==> src/source/decode_defs.svh <==
`ifndef DECODE_DEFS_SVH
`define DECODE_DEFS_SVH

// instruction word and address width
`define INST_WIDTH      32
`define REG_ADDR_WIDTH  5
`define EXCP_WIDTH      7   // matches the estat ecode field

// instruction queue, counted in fetch pairs
`define FIFO_DEPTH      8
`define FIFO_PTR_WIDTH  3   // log2 of FIFO_DEPTH

`endif

==> src/source/decode_pkg.sv <==
`include "decode_defs.svh"

package decode_pkg;

    typedef enum logic [4:0] {
        uop_nop,
        uop_add,
        uop_sub,
        uop_and,
        uop_or,
        uop_xor,
        uop_addi,
        uop_lu12i,
        uop_ld,
        uop_st,
        uop_beq,
        uop_syscall,
        uop_break,
        uop_csrrd,
        uop_ertn,
        uop_ine
    } uop_e;

    typedef enum logic [`EXCP_WIDTH-1:0] {
        excp_none = 7'h00,
        excp_adef = 7'h08,  // fetch address error
        excp_ine  = 7'h0d   // instruction not exist
    } excp_e;

    typedef struct packed {
        logic [`INST_WIDTH-1:0] inst0;
        logic [`INST_WIDTH-1:0] inst1;
        logic [`INST_WIDTH-1:0] pc0;
        logic [`INST_WIDTH-1:0] pc1;
        logic [`INST_WIDTH-1:0] badv;
        logic                   excp_flag;
        excp_e                  exception;
    } fetch_pair_t;

    typedef struct packed {
        logic [`INST_WIDTH-1:0]     inst;
        logic [`INST_WIDTH-1:0]     pc;
        uop_e                       uop;
        logic [`INST_WIDTH-1:0]     imm;
        logic [`REG_ADDR_WIDTH-1:0] rd;
        logic [`REG_ADDR_WIDTH-1:0] rj;
        logic [`REG_ADDR_WIDTH-1:0] rk;
        logic                       is_alu;
        logic                       is_syscall;
        logic                       is_break;
        logic                       is_privileged;
        logic                       ine;
    } decoded_inst_t;

    typedef struct packed {
        decoded_inst_t          slot0;
        decoded_inst_t          slot1;
        logic [`INST_WIDTH-1:0] badv;
        logic                   excp_flag;
        excp_e                  exception;
    } id_bundle_t;

endpackage

==> src/source/decode_stage.sv <==
`timescale 1ns/1ps

module decode_stage import decode_pkg::*; (
    input  logic        aclk,
    input  logic        aresetn,
    input  logic        flush,
    input  logic        fetch_valid,
    input  fetch_pair_t fetch_pair,
    output logic        fetch_ready,
    input  logic        issue_ready,
    output logic        issue_valid,
    output id_bundle_t  issue_bundle
);

    fetch_pair_t   head;
    logic          head_valid;
    logic          id_ready;
    logic          fifo_pop;
    decoded_inst_t dec0;
    decoded_inst_t dec1;
    id_bundle_t    id_bundle;

    assign fifo_pop = head_valid && id_ready;

    inst_fifo fifo_i (
        .aclk       (aclk),
        .aresetn    (aresetn),
        .flush      (flush),
        .push_valid (fetch_valid),
        .push_data  (fetch_pair),
        .push_ready (fetch_ready),
        .pop        (fifo_pop),
        .head_valid (head_valid),
        .head       (head)
    );

    inst_decoder dec0_i (
        .inst (head.inst0),
        .pc   (head.pc0),
        .dec  (dec0)
    );

    inst_decoder dec1_i (
        .inst (head.inst1),
        .pc   (head.pc1),
        .dec  (dec1)
    );

    // fetch exception wins, then ine of slot 0, then slot 1
    always_comb begin
        id_bundle.slot0     = dec0;
        id_bundle.slot1     = dec1;
        id_bundle.badv      = head.badv;
        id_bundle.excp_flag = head.excp_flag;
        id_bundle.exception = head.exception;
        if (!head.excp_flag) begin
            if (dec0.ine) begin
                id_bundle.excp_flag = 1'b1;
                id_bundle.exception = excp_ine;
                id_bundle.badv      = dec0.pc;
            end else if (dec1.ine) begin
                id_bundle.excp_flag = 1'b1;
                id_bundle.exception = excp_ine;
                id_bundle.badv      = dec1.pc;
            end else begin
                id_bundle.excp_flag = 1'b0;
                id_bundle.exception = excp_none;
                id_bundle.badv      = '0;
            end
        end
    end

    id_reg id_reg_i (
        .aclk         (aclk),
        .aresetn      (aresetn),
        .flush        (flush),
        .id_valid     (head_valid),
        .id_bundle    (id_bundle),
        .id_ready     (id_ready),
        .issue_ready  (issue_ready),
        .issue_valid  (issue_valid),
        .issue_bundle (issue_bundle)
    );

endmodule

==> src/source/id_reg.sv <==
`timescale 1ns/1ps

module id_reg import decode_pkg::*; (
    input  logic       aclk,
    input  logic       aresetn,
    input  logic       flush,
    input  logic       id_valid,
    input  id_bundle_t id_bundle,
    output logic       id_ready,
    input  logic       issue_ready,
    output logic       issue_valid,
    output id_bundle_t issue_bundle
);

    logic load;

    // empty, or the current bundle leaves this cycle
    assign id_ready = issue_ready || !issue_valid;
    assign load     = id_valid && id_ready && !flush;

    always_ff @(posedge aclk) begin
        if (!aresetn || flush) begin
            issue_valid <= 1'b0;
        end else if (id_ready) begin
            issue_valid <= id_valid;
        end
    end

    // payload only moves on a load
    always_ff @(posedge aclk) begin
        if (load) begin
            issue_bundle <= id_bundle;
        end
    end

    // a stalled bundle stays put and stays valid
    a_stall_stable: assert property (
        @(posedge aclk) disable iff (!aresetn)
        issue_valid && !issue_ready && !flush |=> issue_valid && $stable(issue_bundle)
    ) else $error("id_reg: bundle changed while stalled");

endmodule

==> src/source/inst_decoder.sv <==
`timescale 1ns/1ps
`include "decode_defs.svh"

module inst_decoder import decode_pkg::*; (
    input  logic [`INST_WIDTH-1:0] inst,
    input  logic [`INST_WIDTH-1:0] pc,
    output decoded_inst_t          dec
);

    logic [16:0] op17;
    logic [9:0]  op10;
    logic [7:0]  op8;
    logic [6:0]  op7;
    logic [5:0]  op6;

    assign op17 = inst[31:15];
    assign op10 = inst[31:22];
    assign op8  = inst[31:24];
    assign op7  = inst[31:25];
    assign op6  = inst[31:26];

    always_comb begin
        dec               = '0;
        dec.inst          = inst;
        dec.pc            = pc;
        dec.rd            = inst[4:0];
        dec.rj            = inst[9:5];
        dec.rk            = inst[14:10];

        // opcode match, exact words first
        case (1'b1)
            inst == 32'h0648_3800:            dec.uop = uop_ertn;
            op8 == 8'h04 && inst[9:5] == '0:  dec.uop = uop_csrrd;   // rj=0 selects csrrd
            op17 == 17'h00020:                dec.uop = uop_add;
            op17 == 17'h00022:                dec.uop = uop_sub;
            op17 == 17'h00029:                dec.uop = uop_and;
            op17 == 17'h0002a:                dec.uop = uop_or;
            op17 == 17'h0002b:                dec.uop = uop_xor;
            op17 == 17'h00054:                dec.uop = uop_break;
            op17 == 17'h00056:                dec.uop = uop_syscall;
            op10 == 10'h00a:                  dec.uop = uop_addi;
            op10 == 10'h0a2:                  dec.uop = uop_ld;
            op10 == 10'h0a6:                  dec.uop = uop_st;
            op7 == 7'h0a:                     dec.uop = uop_lu12i;
            op6 == 6'h16:                     dec.uop = uop_beq;
            default:                          dec.uop = uop_ine;
        endcase

        // immediate and class flags per micro-op
        case (dec.uop)
            uop_add, uop_sub, uop_and, uop_or, uop_xor: begin
                dec.is_alu = 1'b1;
            end
            uop_addi: begin
                dec.is_alu = 1'b1;
                dec.imm    = {{20{inst[21]}}, inst[21:10]};   // si12
            end
            uop_lu12i: begin
                dec.is_alu = 1'b1;
                dec.imm    = {inst[24:5], 12'b0};
            end
            uop_ld, uop_st: begin
                dec.imm = {{20{inst[21]}}, inst[21:10]};
            end
            uop_beq: begin
                dec.imm = {{14{inst[25]}}, inst[25:10], 2'b00};   // offs16 << 2
            end
            uop_syscall: begin
                dec.is_syscall = 1'b1;
            end
            uop_break: begin
                dec.is_break = 1'b1;
            end
            uop_csrrd: begin
                dec.is_privileged = 1'b1;
                dec.imm           = {18'b0, inst[23:10]};   // csr number
            end
            uop_ertn: begin
                dec.is_privileged = 1'b1;
            end
            default: begin
                dec.ine = 1'b1;
            end
        endcase
    end

endmodule

==> src/source/inst_fifo.sv <==
`timescale 1ns/1ps
`include "decode_defs.svh"

module inst_fifo import decode_pkg::*; (
    input  logic        aclk,
    input  logic        aresetn,
    input  logic        flush,
    input  logic        push_valid,
    input  fetch_pair_t push_data,
    output logic        push_ready,
    input  logic        pop,
    output logic        head_valid,
    output fetch_pair_t head
);

    localparam logic [`FIFO_PTR_WIDTH:0] DEPTH = `FIFO_DEPTH;

    fetch_pair_t                mem [`FIFO_DEPTH];
    logic [`FIFO_PTR_WIDTH-1:0] rd_ptr;
    logic [`FIFO_PTR_WIDTH-1:0] wr_ptr;
    logic [`FIFO_PTR_WIDTH:0]   count;
    logic                       do_push;
    logic                       do_pop;

    assign push_ready = (count != DEPTH) && !flush;   // nothing accepted while flushing
    assign head_valid = (count != '0);
    assign head       = mem[rd_ptr];

    assign do_push = push_valid && push_ready;
    assign do_pop  = pop && head_valid && !flush;

    // pair storage, written at the tail
    always_ff @(posedge aclk) begin
        if (do_push) begin
            mem[wr_ptr] <= push_data;
        end
    end

    always_ff @(posedge aclk) begin
        if (!aresetn || flush) begin
            rd_ptr <= '0;
            wr_ptr <= '0;
            count  <= '0;
        end else begin
            if (do_push) begin
                wr_ptr <= wr_ptr + 1'b1;   // wraps, depth is a power of two
            end
            if (do_pop) begin
                rd_ptr <= rd_ptr + 1'b1;
            end
            if (do_push && !do_pop) begin
                count <= count + 1'b1;
            end else if (do_pop && !do_push) begin
                count <= count - 1'b1;
            end
        end
    end

    // a full queue stays full until something leaves or a flush
    a_no_overflow: assert property (
        @(posedge aclk) disable iff (!aresetn)
        (count == DEPTH) && !do_pop && !flush |=> (count == DEPTH)
    ) else $error("inst_fifo: entry written into a full queue");

    // the pop request comes from the stage register handshake
    a_no_underflow: assert property (
        @(posedge aclk) disable iff (!aresetn)
        pop |-> head_valid
    ) else $error("inst_fifo: pop while empty");

endmodule

==> config.mk <==
export PLATFORM = sky130hd
export DESIGN_NAME = decode_stage
export DESIGN_NICKNAME = d
export VERILOG_FILES = /design/src/source/decode_pkg.sv /design/src/source/decode_stage.sv /design/src/source/id_reg.sv /design/src/source/inst_decoder.sv /design/src/source/inst_fifo.sv
export VERILOG_INCLUDE_DIRS = /design/src /design/src/source
export SDC_FILE = /design/constraint.sdc
export NUM_CORES = 1
export LEC_CHECK = 0
export BUFFER_PORTS_ARGS = -buffer_cell sky130_fd_sc_hd__buf_4
export CAP_MARGIN = 20
export CORE_MARGIN = 2
export CORE_UTILIZATION = 25
export CTS_CLUSTER_SIZE = 25
export DETAILED_ROUTE_END_ITERATION = 16
export GPL_TIMING_DRIVEN = 0
export PLACE_DENSITY = 0.44
export SLEW_MARGIN = 25
export SYNTH_ARGS = -nofsm -noshare
export SYNTH_HDL_FRONTEND = slang
export SYNTH_HIERARCHICAL = 1
export SYNTH_SLANG_ARGS = --single-unit
==> constraint.sdc <==
create_clock -name aclk -period 49.1 [get_ports aclk]
set_input_delay 14.73 -clock aclk [delete_from_list [all_inputs] [get_ports aclk]]
set_output_delay 14.73 -clock aclk [all_outputs]
set_load 0.1 [all_outputs]
==> impl_metrics.json <==
{
  "status": "finished, final reports clean",
  "io_pins": 457,
  "pre_cts_ws_ns": 19.06,
  "p_seq_frac": 0.502,
  "rr_worst_depth": 14,
  "synth_warnings": 6,
  "cts.clk_slew.worst_paths_ns": 0.06,
  "grt_pass1_vias": 32260,
  "synth_top_area_share": 0.773,
  "clkSinkCount": 1640,
  "post_cts_buffers": 0,
  "min_from": "fifo_i/rd_ptr[2]",
  "place.gp.congestion": 0.737,
  "crit_chain": "buf_4 -> nor2_1 -> buf_4",
  "ant_nets": 0,
  "fin_area_um2": 79300,
  "crit_top_cell": "buf_4",
  "setup.worst_path.start_class": "input pin",
  "synth_area_leaders": "edfxtp_1, mux4_2, mux2_2",
  "min_period_ns": 30.05,
  "antenna_found_initial": 37,
  "fin_ws_ns": 19.05,
  "p_per_area_nw_per_um2": 39.6,
  "cp.required_ns": 34.37,
  "wl_per_cell_um": 25.2,
  "grtUsageTotal": 0.140,
  "drv_cap": 0,
  "syn_inst": 2857,
  "synth_edf_count": 1626,
  "rows": 184,
  "syn_area_um2": 63200,
  "grt_overflow": 0,
  "worst_pin_slew_ns": 0.995,
  "post_dp_cell_area_um2": 73500,
  "dr.pass1.iters": 5,
  "die_w_um": 507,
  "area.growth.synth_to_final_pct": 25.5,
  "skew_ns": 0.0574,
  "path_max_fanout": 6,
  "finalHoldViolations": 0,
  "final_util": 0.316,
  "grt_max_degree": 17,
  "rsz0062_at_grt": "false",
  "worst_path_max_delay_cell": "buf_4",
  "fmax_mhz": 33.3,
  "critical_path_arrival_ns": 15.32,
  "ctsHoldBuffers": 0,
  "synth_nets": 3036,
  "ir_drop_mv": 0.0340,
  "p_switching_w": 0.000756,
  "dp_hpwl_um": 131000,
  "period_share": 0.612,
  "crit_type": "in -> out",
  "die-area_um2": 257000,
  "syn_avg_cell_area_um2": 22.1,
  "drt_iter0_drc": 2575,
  "core_area_um2": 251000,
  "yosys_most_used_dff": "edfxtp_1",
  "dieHeight_um": 507,
  "p_int_w": 0.00238,
  "synthDistinctLibCells": 56,
  "yosysTopAreaCell": "edfxtp_1",
  "clock_latency_ns": 0.84,
  "drive_gt1_frac": 0.443,
  "timing.hold.ws_ns": 0.529,
  "cts_inserted_buffers": 185,
  "grt_pass1_wl_um": 255000,
  "ys_ff_latch": 1640,
  "reg2reg_to": "id_reg_i/issue_bundle[37]",
  "clock_tree.htree_level_count": 4,
  "cts-root-buf": "clkbuf_16",
  "end_kind": "output port",
  "cts_tree": "yes",
  "initial_utilization": 0.251,
  "critPathMaxStageDelay_ns": 0.31,
  "drt-total-wl_um": 183000,
  "leakage_nw": 26.1,
  "cts.repair.resized": 0,
  "fin_setup_tns_ns": 0,
  "ys_seq_area_frac": 0.777,
  "min_path_type": "reg -> reg",
  "setup_viol": 0,
  "cts_buffer_depth": 3,
  "vias_per_cell": 4.29,
  "relSlewSlack": 0.336,
  "p_clk_frac": 0.423,
  "swShare": 0.241,
  "drc": 0,
  "holdPathStages": 2,
  "rrSetupSlack_ns": 42.76,
  "slew_viol_final": 0,
  "nNetsFinal": 3919,
  "p_comb_frac": 0.075,
  "vias": 31118,
  "ys_async_sr_fraction": 0,
  "io_buffer_count": 456
}
==> layout make-up <==
type                    instances  area (um2)
diodes                         10        25.0
repair buffers                696        6030
plain buffers                 291        1870
clock buffers                 227        4830
well taps                    3348        4190
inverters                      14        52.6
flip-flops and latches       1640       49100
clock inverters               110         978
multi-input cells             912       12200
fillers                     24311      172000
==> sequential cells by signal, indices dropped and copies added, names as in the netlist, named ones only <==
name,flops
id_reg_i/issue_bundle,282
fifo_i/count,4
fifo_i/mem,1344
fifo_i/wr_ptr,3
fifo_i/rd_ptr,3
id_reg_i/issue_valid,1
==> stage by stage <==
stage          std cells  total power, W
2_1_floorplan       2857         0.00177
3_3_place_gp        6661         0.00186
3_5_place_dp        6901         0.00184
4_1_cts             7238         0.00319
5_1_grt             7239         0.00325
6_report            7248         0.00314
==> how the worst max path moves through the flow <==
stage               slack [ns]  start            endpoint
finish                   19.05  flush         fetch_ready
detailed placement       19.06  flush         fetch_ready
CTS                      19.05  flush         fetch_ready
global route             19.02  flush         fetch_ready
floorplan                15.69  flush    fifo_i/mem[0][0]
global placement         -5.40  flush  fifo_i/mem[0][136]
==> power groups by stage <==
stage / Combinational, W / Clock (W) / Sequential (W)
2_1_floorplan: 0.0000602 / 0 / 0.00171
3_3_place_gp: 0.000229 / 0 / 0.00163
3_5_place_dp: 0.000239 / 0 / 0.00161
4_1_cts: 0.000240 / 0.00138 / 0.00158
5_1_grt: 0.000248 / 0.00142 / 0.00158
6_report: 0.000235 / 0.00133 / 0.00158
==> synth_stat cells (all sizes together), types with 4 or more instances <==
library cell  number
and2              13
nor4b              7
a21o              32
a211oi             5
o21a               4
nor3               9
ha                 5
a21oi             77
nand2             15
edfxtp          1626
nor2              41
nand2b             5
or2                7
or3b               4
nand3              9
a221o              6
nand3b            32
a211o              6
clkbuf            59
or4b               4
or3                4
or4                9
a22o              24
mux2             169
nor2b             40
nor4              15
buf              232
dfxtp             14
mux4             336
and4               4
inv               14
==> worst max-delay path: cells and delay by family <==
family / cells / cell delay, ns
buf+inv: 2 / 0.45
simple gates: 1 / 0.14
==> placed cells by master (no fill, tap or decap), types with 10 or more instances in the layout <==
cell type	instances
buf_16	29
nor4_1	12
buf_2	85
edfxtp_1	1626
clkinv_2	34
a21oi_1	76
mux4_2	336
dfxtp_1	14
clkinv_1	41
nand3b_1	32
a22o_1	24
diode_2	10
nor2_1	38
clkbuf_16	186
and2_1	13
buf_4	744
nand2_1	15
clkbuf_1	92
nor2b_1	40
buf_12	11
mux2_2	169
buf_6	46
inv_1	14
a21o_1	32
==> logic make-up (layout without fill, tap and decap cells) <==
kind of cell | count (synthesis) | after routing | share of synthesized area
xor+xnor | 6 | 6 | 0.000832
other cells | 2 | 12 | 0.000119
simple gates | 226 | 226 | 0.0227
fa+ha+maj | 6 | 6 | 0.00131
mux | 507 | 507 | 0.150
flops | 1640 | 1640 | 0.777
buf+inv | 305 | 1338 | 0.0303
compound gates | 165 | 165 | 0.0174
==> routing by layer <==
metal / share of wire / up-vias / wire [um] / track usage
met5: 0.0015 / - / 272 / 0
met4: 0.021 / 40 / 3770 / 0.0328
met3: 0.053 / 276 / 9760 / 0.0324
met2: 0.48 / 817 / 87200 / 0.227
met1: 0.45 / 16477 / 81800 / 0.191
li1: - / 13508 / - / -
No activity file was read; power rests on OpenSTA's default activity.
